==> config.mk <==
export PLATFORM = sky130hd
export DESIGN_NAME = rom_fetch_top
export DESIGN_NICKNAME = d
export VERILOG_FILES = /design/src/hw/rom_pkg.sv /design/src/hw/req_fifo.sv /design/src/hw/rom_slot.sv /design/src/hw/slot_arbiter.sv /design/src/hw/sdram_seq.sv /design/src/hw/rom_fetch_top.sv
export VERILOG_INCLUDE_DIRS = /design/src /design/src/hw
export SDC_FILE = /design/constraint.sdc
export NUM_CORES = 1
export LEC_CHECK = 0
export BUFFER_PORTS_ARGS = -buffer_cell sky130_fd_sc_hd__buf_2
export CAP_MARGIN = 20
export CORE_ASPECT_RATIO = 1.4
export CORE_UTILIZATION = 58
export DETAILED_ROUTE_END_ITERATION = 7
export PLACE_DENSITY = 0.79
export SYNTH_ARGS = -nofsm -noshare
export SYNTH_HDL_FRONTEND = slang
export SYNTH_SLANG_ARGS = --single-unit
==> constraint.sdc <==
create_clock -name clk -period 6.05 [get_ports clk]
set_clock_uncertainty 0.2 [all_clocks]
set_input_delay 1.21 -clock clk [delete_from_list [all_inputs] [get_ports clk]]
set_output_delay 1.21 -clock clk [all_outputs]
set_load 0.02 [all_outputs]
==> src/hw/rom_macros.svh <==
`ifndef ROM_MACROS_SVH
`define ROM_MACROS_SVH

// Number of client slots
`define ROM_SLOTS   4

// Address and data widths, in words
`define ROM_AW      18
`define SDRAM_AW    22
`define ROM_DW      16

// Entries in each queue
`define FIFO_DEPTH  4

// Region starts in SDRAM, word addressed
`define MAIN_OFFSET 22'h00_0000
`define SND_OFFSET  22'h04_0000
`define GFX_OFFSET  22'h08_0000
`define PCM_OFFSET  22'h0C_0000

`endif

==> src/hw/rom_pkg.sv <==
`default_nettype none
`include "rom_macros.svh"

package rom_pkg;

// Slot index, also the tag carried by requests and responses
typedef logic [$clog2(`ROM_SLOTS)-1:0] slot_id_t;

// Request towards the SDRAM sequencer
typedef struct packed {
    slot_id_t             tag;
    logic [`SDRAM_AW-1:0] addr;  // Offset already added
} rom_req_t;

// Word returned to the slots
typedef struct packed {
    slot_id_t           tag;
    logic [`ROM_DW-1:0] data;
} rom_resp_t;

endpackage

`default_nettype wire

==> src/hw/req_fifo.sv <==
`timescale 1ns/100ps
`default_nettype none

module req_fifo #(
    parameter type item_t = logic,
    parameter int  DEPTH  = 4
) (
    input  logic  clk,
    input  logic  rst_n,
    input  logic  in_valid,
    output logic  in_ready,
    input  item_t in_data,
    output logic  out_valid,
    input  logic  out_ready,
    output item_t out_data
);

localparam int PW = DEPTH > 1 ? $clog2(DEPTH) : 1;
localparam int CW = $clog2(DEPTH + 1);

item_t         mem [DEPTH];
logic [PW-1:0] wr_ptr;
logic [PW-1:0] rd_ptr;
logic [CW-1:0] count;
logic          push;
logic          pop;

function automatic logic [PW-1:0] next_ptr(input logic [PW-1:0] p);
    return (p == PW'(DEPTH - 1)) ? '0 : p + 1'b1;
endfunction

assign in_ready  = count != CW'(DEPTH);
assign out_valid = count != '0;
assign out_data  = mem[rd_ptr];    // Head shows the cycle after a push
assign push      = in_valid && in_ready;
assign pop       = out_valid && out_ready;

always_ff @(posedge clk or negedge rst_n) begin
    if (!rst_n) begin
        wr_ptr <= '0;
        rd_ptr <= '0;
        count  <= '0;
    end else begin
        if (push) wr_ptr <= next_ptr(wr_ptr);
        if (pop)  rd_ptr <= next_ptr(rd_ptr);
        case ({push, pop})
            2'b10:   count <= count + 1'b1;
            2'b01:   count <= count - 1'b1;
            default: count <= count;   // Idle or push with pop
        endcase
    end
end

always_ff @(posedge clk) begin
    if (push) begin
        mem[wr_ptr] <= in_data;
    end
end

endmodule

`default_nettype wire

==> src/hw/rom_slot.sv <==
`timescale 1ns/100ps
`default_nettype none
`include "rom_macros.svh"

module rom_slot
    import rom_pkg::*;
#(
    parameter logic [`SDRAM_AW-1:0] OFFSET  = '0,  // Region start in SDRAM
    parameter slot_id_t             SLOT_ID = '0
) (
    input  logic               clk,
    input  logic               rst_n,
    // Client side
    input  logic               cs,
    input  logic [`ROM_AW-1:0] addr,
    output logic [`ROM_DW-1:0] data,
    output logic               ok,
    // Towards the arbiter
    output logic               req_valid,
    output rom_req_t           req,
    input  logic               grant,
    // Response broadcast
    input  logic               resp_valid,
    input  rom_resp_t          resp
);

logic [`ROM_AW-1:0] cache_addr;
logic [`ROM_DW-1:0] cache_data;
logic               cache_valid;
logic [`ROM_AW-1:0] pend_addr;   // Address of the request in flight
logic               pending;
logic               hit;
logic               resp_mine;
logic               store;

assign hit       = cache_valid && cache_addr == addr;
assign ok        = cs && hit;
assign data      = cache_data;

// One request in flight at most
assign req_valid = cs && !hit && !pending;
assign req.tag   = SLOT_ID;
assign req.addr  = `SDRAM_AW'(addr) + OFFSET;

assign resp_mine = resp_valid && pending && resp.tag == SLOT_ID;
// A word for an address the client has left is dropped
assign store     = resp_mine && pend_addr == addr;

always_ff @(posedge clk or negedge rst_n) begin
    if (!rst_n) begin
        pending     <= 1'b0;
        cache_valid <= 1'b0;
    end else begin
        if (grant) begin
            pending <= 1'b1;
        end else if (resp_mine) begin
            pending <= 1'b0;
        end
        if (store) begin
            cache_valid <= 1'b1;
        end
    end
end

always_ff @(posedge clk) begin
    if (grant) begin
        pend_addr <= addr;  // Client holds addr until ok
    end
    if (store) begin
        cache_addr <= addr;
        cache_data <= resp.data;
    end
end

endmodule

`default_nettype wire

==> src/hw/slot_arbiter.sv <==
`timescale 1ns/100ps
`default_nettype none
`include "rom_macros.svh"

module slot_arbiter
    import rom_pkg::*;
(
    input  logic                  clk,
    input  logic                  rst_n,
    // Slot requests
    input  logic [`ROM_SLOTS-1:0] req_valid,
    input  rom_req_t              req [`ROM_SLOTS],
    output logic [`ROM_SLOTS-1:0] grant,
    // Towards the request queue
    output logic                  out_valid,
    output rom_req_t              out,
    input  logic                  out_ready
);

slot_id_t              last;      // Slot served most recently
slot_id_t              sel_id;
logic                  sel_found;
logic                  load;
logic [`ROM_SLOTS-1:0] cand;

// The slot granted last cycle only marks itself pending now
assign cand = req_valid & ~grant;
assign load = sel_found && (!out_valid || out_ready);

// Search starts right after the last slot served
always_comb begin
    slot_id_t idx;
    sel_found = 1'b0;
    sel_id    = last;
    for (int i = 1; i <= `ROM_SLOTS; i++) begin
        idx = slot_id_t'((int'(last) + i) % `ROM_SLOTS);
        if (!sel_found && cand[idx]) begin
            sel_found = 1'b1;
            sel_id    = idx;
        end
    end
end

always_ff @(posedge clk or negedge rst_n) begin
    if (!rst_n) begin
        last      <= slot_id_t'(`ROM_SLOTS - 1);  // Slot 0 goes first
        grant     <= '0;
        out_valid <= 1'b0;
    end else begin
        grant <= '0;
        if (load) begin
            grant[sel_id] <= 1'b1;
            last          <= sel_id;
            out_valid     <= 1'b1;
        end else if (out_ready) begin
            out_valid <= 1'b0;
        end
    end
end

always_ff @(posedge clk) begin
    if (load) begin
        out <= req[sel_id];
    end
end

endmodule

`default_nettype wire

==> src/hw/sdram_seq.sv <==
`timescale 1ns/100ps
`default_nettype none
`include "rom_macros.svh"

module sdram_seq
    import rom_pkg::*;
(
    input  logic                 clk,
    input  logic                 rst_n,
    // Request queue
    input  logic                 req_valid,
    output logic                 req_ready,
    input  rom_req_t             req,
    // Response queue
    output logic                 resp_valid,
    input  logic                 resp_ready,
    output rom_resp_t            resp,
    // SDRAM controller
    output logic                 sdram_req,
    output logic [`SDRAM_AW-1:0] sdram_addr,
    input  logic                 sdram_ack,
    input  logic                 data_rdy,
    input  logic [`ROM_DW-1:0]   data_read
);

typedef enum logic [1:0] {
    IDLE,
    REQ,
    WAIT_DATA,
    PUSH
} state_t;

state_t             state;
slot_id_t           cur_tag;   // Owner of the access in progress
logic [`ROM_DW-1:0] rd_data;

// No pop unless the response has somewhere to go
assign req_ready  = state == IDLE && resp_ready;
assign resp_valid = state == PUSH;
assign resp.tag   = cur_tag;
assign resp.data  = rd_data;

always_ff @(posedge clk or negedge rst_n) begin
    if (!rst_n) begin
        state     <= IDLE;
        sdram_req <= 1'b0;
    end else begin
        case (state)
            IDLE: if (req_valid && req_ready) begin
                sdram_req <= 1'b1;
                state     <= REQ;
            end
            REQ: if (sdram_ack) begin
                sdram_req <= 1'b0;   // Controller has latched the address
                state     <= WAIT_DATA;
            end
            WAIT_DATA: if (data_rdy) begin
                state <= PUSH;
            end
            PUSH: if (resp_ready) begin
                state <= IDLE;
            end
            default: state <= IDLE;
        endcase
    end
end

always_ff @(posedge clk) begin
    if (state == IDLE && req_valid && req_ready) begin
        cur_tag    <= req.tag;
        sdram_addr <= req.addr;
    end
    if (state == WAIT_DATA && data_rdy) begin
        rd_data <= data_read;
    end
end

endmodule

`default_nettype wire

==> src/hw/rom_fetch_top.sv <==
`timescale 1ns/100ps
`default_nettype none
`include "rom_macros.svh"

module rom_fetch_top
    import rom_pkg::*;
(
    input  logic                  clk,
    input  logic                  rst_n,
    // Game side slots
    input  logic [`ROM_SLOTS-1:0] slot_cs,
    input  logic [`ROM_AW-1:0]    slot_addr [`ROM_SLOTS],
    output logic [`ROM_DW-1:0]    slot_data [`ROM_SLOTS],
    output logic [`ROM_SLOTS-1:0] slot_ok,
    // SDRAM controller
    output logic                  sdram_req,
    output logic [`SDRAM_AW-1:0]  sdram_addr,
    input  logic                  sdram_ack,
    input  logic                  data_rdy,
    input  logic [`ROM_DW-1:0]    data_read
);

// Main, sound, graphics, ADPCM
localparam logic [`SDRAM_AW-1:0] OFFSETS [`ROM_SLOTS] = '{
    `MAIN_OFFSET, `SND_OFFSET, `GFX_OFFSET, `PCM_OFFSET
};

logic [`ROM_SLOTS-1:0] slot_req_valid;
rom_req_t              slot_req [`ROM_SLOTS];
logic [`ROM_SLOTS-1:0] grant;
logic                  arb_valid;
logic                  arb_ready;
rom_req_t              arb_req;
logic                  q_valid;
logic                  q_ready;
rom_req_t              q_req;
logic                  seq_valid;
logic                  seq_ready;
rom_resp_t             seq_resp;
logic                  resp_valid;
rom_resp_t             resp;

for (genvar i = 0; i < `ROM_SLOTS; i++) begin : g_slot
    rom_slot #(
        .OFFSET     ( OFFSETS[i]        ),
        .SLOT_ID    ( slot_id_t'(i)     )
    ) u_slot (
        .clk        ( clk               ),
        .rst_n      ( rst_n             ),
        .cs         ( slot_cs[i]        ),
        .addr       ( slot_addr[i]      ),
        .data       ( slot_data[i]      ),
        .ok         ( slot_ok[i]        ),
        .req_valid  ( slot_req_valid[i] ),
        .req        ( slot_req[i]       ),
        .grant      ( grant[i]          ),
        .resp_valid ( resp_valid        ),
        .resp       ( resp              )
    );
end

slot_arbiter u_arb (
    .clk        ( clk            ),
    .rst_n      ( rst_n          ),
    .req_valid  ( slot_req_valid ),
    .req        ( slot_req       ),
    .grant      ( grant          ),
    .out_valid  ( arb_valid      ),
    .out        ( arb_req        ),
    .out_ready  ( arb_ready      )
);

req_fifo #(
    .item_t     ( rom_req_t      ),
    .DEPTH      ( `FIFO_DEPTH    )
) u_req_q (
    .clk        ( clk            ),
    .rst_n      ( rst_n          ),
    .in_valid   ( arb_valid      ),
    .in_ready   ( arb_ready      ),
    .in_data    ( arb_req        ),
    .out_valid  ( q_valid        ),
    .out_ready  ( q_ready        ),
    .out_data   ( q_req          )
);

sdram_seq u_seq (
    .clk        ( clk            ),
    .rst_n      ( rst_n          ),
    .req_valid  ( q_valid        ),
    .req_ready  ( q_ready        ),
    .req        ( q_req          ),
    .resp_valid ( seq_valid      ),
    .resp_ready ( seq_ready      ),
    .resp       ( seq_resp       ),
    .sdram_req  ( sdram_req      ),
    .sdram_addr ( sdram_addr     ),
    .sdram_ack  ( sdram_ack      ),
    .data_rdy   ( data_rdy       ),
    .data_read  ( data_read      )
);

req_fifo #(
    .item_t     ( rom_resp_t     ),
    .DEPTH      ( `FIFO_DEPTH    )
) u_resp_q (
    .clk        ( clk            ),
    .rst_n      ( rst_n          ),
    .in_valid   ( seq_valid      ),
    .in_ready   ( seq_ready      ),
    .in_data    ( seq_resp       ),
    .out_valid  ( resp_valid     ),
    .out_ready  ( 1'b1           ),  // Owner slot always takes its word
    .out_data   ( resp           )
);

endmodule

`default_nettype wire

==> flow_summary.yaml, run 1 <==
logic_synthesis:
  synth-compound-area-share: 0.0137
  synth_top_family_by_area: "multiplexers"
  avgSynthCellArea_sq_um: 19.0
  yosysTopAreaCell: "edfxtp_1"
  async_flop_share: 0.0714
  synth_warnings: 0
  yosys.area_share.simple: 0.0391
  syn_inst: 917
  synth_top_area_share: 0.717
  synth.distinct_cells: 45
  ys_ff_latch: 448
  syn-cell-area_sq_um: 17400
  synth_area_leaders: "edfxtp_1 72%, mux4_2 4.9%, dfrtp_1 4.3%"
  seq_area_frac_synth: 0.764
  synth_edf_count: 416
  synthFlopType: "edfxtp_1"
  synthAdderAreaFrac: 0.0138
  synth_mux_area_frac: 0.0821
  synth-xor-area-share: 0.0739
power_and_ir_drop:
  p_leak_nw: 7.19
  peakVddDrop_mv: 0.305
  power_mw: 9.29
  power.density_nw_per_um2: 463
clock_network:
  ctsResizeCount: 0
  clock_path_buffers: 3
  clk_latency_ns: 0.54
  h-tree-depth: 2
  cts_root_buffer: "clkbuf_16"
  postCtsSetupBuffers: 0
  hold_buffers: 0
  clock-sinks: 448
  cts_tree: "built"
  cts_made_buffers: 40
  cts.clk_slew.worst_paths_ns: 0.06
timing:
  setup_ws_ns: 1.84
  tightest_slew_ns: 1.07
  setup_viol: 0
  rsz0062_at_grt: "false"
  fmax_mhz: 238
  maxSlewViolCount: 0
  hold_viol_final: 0
  fin_crit_sh: 0.695
  post-route-min-period_ns: 4.21
  max-slew-margin-rel: 0.289
  hold_ws_ns: 0.268
  tns_ns: 0
grt:
  grt_max_degree: 36
  grt_pass1_vias: 9316
  overflow: 0
  grtUsageTotal: 0.242
  antenna_found_initial: 9
  grt_pass1_wl_mm: 54.3
route:
  routed_wl_mm: 36.3
  via_count: 8731
  dr.pass1.iters: 5
  ant_nets: 0
  wl_per_cell_um: 23.5
  drt_iter0_drc: 489
  drc: 0
  via_per_inst: 5.65
place:
  gp_congestion: 0.881
  placed_area_sq_um: 18800
  hpwl_mm: 25.7
  dp.cells: 1468
  place_ws_ns: 1.31
  portBuffers: 184
floorplan:
  io_pins: 187
  rows: 74
  die_width_um: 148
  core_sq_um: 29400
  die_area_sq_um: 30700
  initial_core_util: 0.593
  fp.dieH_um: 207
critical_path:
  worstSetupStartpointType: "input port"
  cp-end-kind: "flip-flop"
  r2r_start: "u_arb.grant[3]$_DFF_PN0_"
  worstPathArrival_ns: 4.28
  crit_start: "slot_addr[36]"
  worstPathMaxFanout: 20
  setup.worst_path.class: "input port to flip-flop"
  crit_required_ns: 6.12
cells_and_area:
  layout.nets: 1244
  fillCellCount: 1893
  layout.cells.non_filler: 1544
  final_area_sq_um: 20100
  drive_gt1_frac: 0.258
  utilization: 0.684
  syn2layout_area_growth_pct: 15.2
worst_hold_path:
  hold_class: "flip-flop to flip-flop"
  worstHoldStart: "g_slot[2].u_slot.cache_valid$_DFFE_PN0P_"
run:
  maxCapViolations: 0
status:
  outcome: "completed"
cells by family (layout without fill, tap and decap cells):
kind of cell / count (synthesis) / after routing
buf+inv: 46 / 287
xor+xnor: 147 / 147
mux: 95 / 95
other cells: 1 / 7
compound gates: 34 / 34
simple gates: 128 / 128
flops: 448 / 448
fa+ha+maj: 18 / 18
critical path, stage by stage:
cell and delay (ns):
buf_2 0.14, xnor2_1 0.18, nand4_1 0.15, nor4_1 0.55, a21oi_1 0.24, a31o_1 0.26
a31oi_4 0.74, buf_4 0.43, mux2i_1 0.24, mux2i_1 0.12
power by group:
part | total (mW) | switching (mW) | internal, mW
registers | 4.74 | 0.405 | 4.33
clock network | 2.52 | 1.06 | 1.46
logic | 2.03 | 1.19 | 0.842
flip-flops by register name (all words and copies together), names as in the netlist, 2 cells and up:
register,cells
g_slot.u_slot.cache_addr,72
g_slot.u_slot.cache_valid,4
g_slot.u_slot.data,64
g_slot.u_slot.pend_addr,72
g_slot.u_slot.pending,4
u_arb.grant,4
u_arb.last,2
u_arb.out,20
u_req_q.count,3
u_req_q.mem,80
u_req_q.rd_ptr,2
u_req_q.wr_ptr,2
u_resp_q.count,3
u_resp_q.mem,72
u_resp_q.rd_ptr,2
u_resp_q.wr_ptr,2
u_seq.rd_data,16
u_seq.sdram_addr,19
u_seq.state,2
worst paths after layout:
check | to | slack, ns | cells after the start
max | u_arb.out[6]$_DFFE_PP_ | 1.84 | 10
min | g_slot[2].u_slot.cache_valid$_DFFE_PN0P_ | 0.27 | 1
max reg2reg | u_arb.out[6]$_DFFE_PP_ | 2.18 | 7
min reg2reg | g_slot[2].u_slot.cache_valid$_DFFE_PN0P_ | 0.27 | 1
max in group asynchronous | u_seq.sdram_req$_DFFE_PN0P_ | 4.45 | 1
min in group asynchronous | g_slot[1].u_slot.cache_valid$_DFFE_PN0P_ | 0.60 | 1
cell usage after synthesis, drive strengths merged (2+ instances only):
cell / n
a21o: 7
a21oi: 8
and2: 2
and3: 12
buf: 20
clkbuf: 4
dfrtp: 30
dfstp: 2
edfxtp: 416
fa: 2
ha: 16
inv: 22
mux2: 2
mux2i: 55
mux4: 38
nand2: 24
nand3: 14
nand4: 18
nor2: 12
nor3: 16
nor4: 19
o21ai: 9
or2: 4
or3: 3
xnor2: 75
xor2: 72
per-layer routing:
layer	vias up	routed length [um]	track usage
met4	8	1710	0.130
met2	288	19400	0.429
met1	4391	13100	0.268
met5	-	49	0
met3	92	2030	0.0544
li1	3952	-	-
cell type report:
class | count | area [sq um] | share of cell area
diodes | 5 | 12.5 | 0.000624
clock buffers | 56 | 1110 | 0.0555
clock inverters | 15 | 188 | 0.00935
inverters | 22 | 82.6 | 0.00412
multi-input cells | 424 | 3900 | 0.195
flip-flops and latches | 448 | 13300 | 0.663
well taps | 380 | 475 | 0.0237
repair buffers | 194 | 996 | 0.0496
layout by cell type, fill, tap and decap left out, drive strengths merged, types with 8 or more instances in the layout:
master | synthesis | routed
nor3 | 16 | 16
clkinv | 0 | 9
xnor2 | 75 | 75
dfrtp | 30 | 30
a21oi | 8 | 8
xor2 | 72 | 72
nand4 | 18 | 18
ha | 16 | 16
buf | 20 | 194
edfxtp | 416 | 416
mux4 | 38 | 38
nor4 | 19 | 19
o21ai | 9 | 9
nand3 | 14 | 14
and3 | 12 | 12
inv | 22 | 22
mux2i | 55 | 55
nand2 | 24 | 24
clkbuf | 4 | 56
nor2 | 12 | 12
(Power assumes the default switching activity.)
==> run 2: changes to the inputs <==
clock period = 4.15 ns   (was 6.05 ns; I/O delays follow)
==> run 2 against run 1 <==
Compared with the run above:
- register-to-register slack got worse by 1.3 ns
- setup slack worse by 1.2 ns
- sequential power up 45%
- sequential cell count is the same
- routed wire length increased by 1.6%
- non-clock buffer count rose by 6
- power up 46%
- combinational power up 51%
- highest routed layer unchanged
==> flow_summary.yaml, run 2 (synthesis results as in run 1) <==
status:
  outcome: "completed"
clock_network:
  clock_path_buffers: 3
  clock-sinks: 448
  cts_tree: "built"
  h-tree-depth: 2
  ctsResizeCount: 0
  postCtsSetupBuffers: 0
  clk_latency_ns: 0.53
  cts_made_buffers: 39
  cts.clk_slew.worst_paths_ns: 0.07
  cts_root_buffer: "clkbuf_16"
  hold_buffers: 0
route:
  drt_iter0_drc: 626
  wl_per_cell_um: 23.9
  top_layer: "met5"
  wl_met2_mm: 19.6
  via_per_inst: 5.79
  dr.pass1.iters: 5
  via_count: 8950
  routed_wl_mm: 36.9
  ant_nets: 0
  m1WireLength_mm: 13.3
  route.met3.wl_mm: 2.20
  drc: 0
grt:
  overflow: 0
  grtUsageTotal: 0.249
  antenna_found_initial: 3
  grt_max_degree: 33
  grt_pass1_vias: 9426
  grt_pass1_wl_mm: 56.1
floorplan:
  die_area_sq_um: 30700
  die_width_um: 148
  initial_core_util: 0.593
  core_sq_um: 29400
  io_pins: 187
  rows: 74
  fp.dieH_um: 207
cells_and_area:
  final_area_sq_um: 20200
  layout.nets: 1249
  utilization: 0.687
  final_common_cell: "edfxtp_1"
  fillCellCount: 1876
  layout_common_cells: "416 x edfxtp_1, 184 x buf_2, 75 x xnor2_1"
  multi_input_area_sq_um: 3930
  layout.cells.non_filler: 1547
  largest_reg_flops: 80
  syn2layout_area_growth_pct: 15.7
  regArea_sq_um: 13300
  drive_gt1_frac: 0.266
  regMostFlops: "u_req_q.mem"
timing:
  setup_viol: 0
  hold_ws_ns: 0.205
  post-route-min-period_ns: 3.50
  hold_viol_final: 0
  rsz0062_at_grt: "false"
  fmax_mhz: 285
  max-slew-margin-rel: 0.289
  tns_ns: 0
  fin_crit_sh: 0.844
  tightest_slew_ns: 1.07
  maxSlewViolCount: 0
place:
  placed_area_sq_um: 18800
  gp_congestion: 0.868
  dp.cells: 1474
  portBuffers: 184
  hpwl_mm: 25.9
power_and_ir_drop:
  power.density_nw_per_um2: 675
  p_leak_nw: 7.29
  peakVddDrop_mv: 0.464
run:
  maxCapViolations: 0
critical_path:
  worstPathMaxFanout: 5
  cp-end-kind: "primary output"
  worstPathArrival_ns: 2.47
  worstRegToRegCells: 9
  setup.worst_path.class: "input port to primary output"
  worstSetupStartpointType: "input port"
  crit_required_ns: 3.12
worst_hold_path:
  hold_class: "input port to asynchronous set/reset pin"
## run 2: cell count changes in the layout (fill, tap and decap cells not counted), moves of 3 or more
cell	change
nor3_2	-4
clkbuf_1	-9
nor3_4	+4
buf_4	+4
clkinv_1	+3
clkinv_2	+4
## run 2: worst paths after layout
check	to	slack [ns]	from
max in group asynchronous	g_slot[0].u_slot.cache_valid$_DFFE_PN0P_	2.96	rst_n
worst max-delay path	slot_ok[0]	0.65	slot_addr[61]
min in group clk	u_seq.rd_data[4]$_DFFE_PP_	0.27	data_read[4]
worst min register to register	g_slot[3].u_slot.cache_valid$_DFFE_PN0P_	0.27	g_slot[3].u_slot.cache_valid$_DFFE_PN0P_
worst min-delay path	g_slot[3].u_slot.cache_valid$_DFFE_PN0P_	0.21	rst_n
worst max register to register	u_arb.out[13]$_DFFE_PP_	0.88	g_slot[0].u_slot.cache_addr[7]$_DFFE_PP_
## run 2: area by class of cell
type	count	share of cell area
Sequential cell	448	0.660
Multi-Input combinational cell	424	0.195
Timing Repair Buffer	200	0.0529
Clock buffer	45	0.0517
Tap cell	380	0.0236
Clock inverter	25	0.0127
Inverter	22	0.00410
Antenna cell	3	0.000373
## run 2: critical path, cell delays in order
cell and delay, ns:
buf_2 0.14, xnor2_1 0.17, nand4_1 0.11, nor4_1 0.49
nand4_1 0.26, nor2_1 0.25, buf_2 0.21
## run 2: per-stage QoR
step           power (mW)  worst slack, ns
2_1_floorplan        8.98            0.648
3_3_place_gp         9.85            0.355
3_5_place_dp         10.0            0.311
4_1_cts              13.7            0.604
5_1_grt              14.2            0.576
6_report             13.6            0.647
## run 2: layer usage
layer,vias to the layer above,GRT usage
met4,2,0.129
met1,4558,0.288
met2,335,0.437
met3,90,0.0471
met5,-,0
li1,3965,-
## run 2: power breakdown
part	internal, mW	switching (mW)
combinational	1.26	1.80
sequential	6.31	0.541
clock	2.12	1.57
==> run 3: changes to the inputs <==
CORE_UTILIZATION = 53   (was 58)
PLACE_DENSITY = 0.76   (was 0.79)
clock period = 3.14 ns   (was 4.15 ns; I/O delays follow)
==> run 3 against run 2 <==
Compared with the run above:
- die area increased by 9.3%
- highest routed layer unchanged
- routed wire length increased by 0.62%
- largest cell class unchanged
- sequential cell count unchanged
==> flow_summary.yaml, run 3 (synthesis results as in run 1) <==
status:
  outcome: "completed"
critical_path:
  worstPathArrival_ns: 3.16
  setup.worst_path.class: "flip-flop to flip-flop"
  worstPathMaxFanout: 11
  crit_required_ns: 3.21
  worstSetupStartpointType: "flip-flop"
  cp-end-kind: "flip-flop"
floorplan:
  die_area_sq_um: 33600
  rows: 78
  io_pins: 187
  core_sq_um: 32400
  initial_core_util: 0.537
  fp.dieH_um: 216
  die_width_um: 155
power_and_ir_drop:
  power_mw: 18.3
  peakVddDrop_mv: 0.767
  p_leak_nw: 7.64
  power.density_nw_per_um2: 879
timing:
  hold_ws_ns: 0.0391
  setup_viol: 0
  tightest_slew_ns: 0.932
  tns_ns: 0
  fmax_mhz: 324
  maxSlewViolCount: 0
  hold_viol_final: 0
  fin_crit_sh: 0.984
  post-route-min-period_ns: 3.09
  max-slew-margin-rel: 0.378
  rsz0062_at_grt: "true"
clock_network:
  clock_path_buffers: 3
  h-tree-depth: 2
  clock-sinks: 448
  hold_buffers: 0
  cts_root_buffer: "clkbuf_16"
  cts_tree: "built"
  cts_made_buffers: 41
  cts.clk_slew.worst_paths_ns: 0.06
  clk_latency_ns: 0.53
place:
  hpwl_mm: 26.3
  portBuffers: 184
  dp.cells: 1589
  gp_congestion: 0.842
cells_and_area:
  layout_common_cells: "416 x edfxtp_1, 183 x buf_2, 73 x xnor2_1"
  final_common_cell: "edfxtp_1"
  regMostFlops: "u_req_q.mem"
  layout.cells.non_filler: 1671
  fillCellCount: 2289
  layout.nets: 1313
  syn2layout_area_growth_pct: 19.8
  drive_gt1_frac: 0.309
  largest_reg_flops: 80
grt:
  antenna_found_initial: 6
  grt_pass1_vias: 9292
  grtUsageTotal: 0.226
  grt_max_degree: 36
  overflow: 0
  grt_pass1_wl_mm: 55.0
route:
  drc: 0
  wl_per_cell_um: 22.2
  routed_wl_mm: 37.2
  ant_nets: 0
  via_per_inst: 5.43
  dr.pass1.iters: 5
  drt_iter0_drc: 657
  via_count: 9072
worst_hold_path:
  hold_class: "input port to asynchronous set/reset pin"
run:
  maxCapViolations: 0
[run 3: per-stage QoR]
stage	util	setup WS [ns]	cell area, sq um
floorplan	-	0.109	17500
global placement	0.598	0.0196	19400
detailed placement	0.598	-0.130	19400
CTS	0.638	0.0201	20700
global route	0.644	-0.0512	20900
finish	0.644	0.0511	20900
[run 3: layer usage]
metal  vias up  global-route usage  part of all wire
met1      4535               0.261              0.36
met2       340               0.394              0.52
met4         6               0.120             0.056
met5         -                   0           0.00075
li1       4088                   -                 -
met3       103              0.0484             0.066
[run 3: report_power, final]
| group | internal (mW) | leakage, nW | switching, mW | total, mW |
|---|---|---|---|---|
| clock | 2.73 | 0.617 | 2.06 | 4.79 |
| sequential | 8.32 | 4.19 | 0.561 | 8.89 |
| combinational | 2.08 | 2.83 | 2.57 | 4.66 |
[run 3: final timing paths]
check / start / endpoint / slack (ns) / cells past startpoint
setup / recovery: g_slot[0].u_slot.cache_addr[5]$_DFFE_PP_ / u_arb.out[15]$_DFFE_PP_ / 0.05 / 12
min in group clk: data_read[8] / u_seq.rd_data[8]$_DFFE_PP_ / 0.06 / 1
hold reg to reg: g_slot[2].u_slot.cache_valid$_DFFE_PN0P_ / g_slot[2].u_slot.cache_valid$_DFFE_PN0P_ / 0.28 / 1
hold / removal: rst_n / g_slot[3].u_slot.cache_valid$_DFFE_PN0P_ / 0.04 / 1
max in group asynchronous: rst_n / u_resp_q.wr_ptr[0]$_DFFE_PN0P_ / 2.12 / 1
setup reg to reg: g_slot[0].u_slot.cache_addr[5]$_DFFE_PP_ / u_arb.out[15]$_DFFE_PP_ / 0.05 / 12
[run 3: area by class of cell]
type	instances	area, sq um	share of cell area
diodes	2	5.00	0.000240
repair buffers	262	1660	0.0795
multi-input cells	424	3990	0.191
well taps	440	551	0.0264
inverters	22	82.6	0.00396
flip-flops and latches	448	13300	0.638
clock buffers	50	1060	0.0508
clock inverters	23	216	0.0104
[run 3: timing repair]
action | 4_1_cts | 5_1_grt
pin swaps | 1 | 8
setup buffers | 2 | 1
gates resized for setup | 3 | 10
setup endpoints to repair | 1 | 13
gates cloned | 0 | 4
[run 3: worst max-delay path: stages (launching register included)]
cell and delay [ns]:
edfxtp_1 0.40, xnor2_1 0.16, nand4_1 0.13, nor4_2 0.32
nand4_1 0.24, buf_4 0.20, buf_4 0.12, a31o_1 0.20
a31oi_4 0.20, buf_12 0.17, clkbuf_16 0.18, mux2i_1 0.21
mux2i_1 0.11
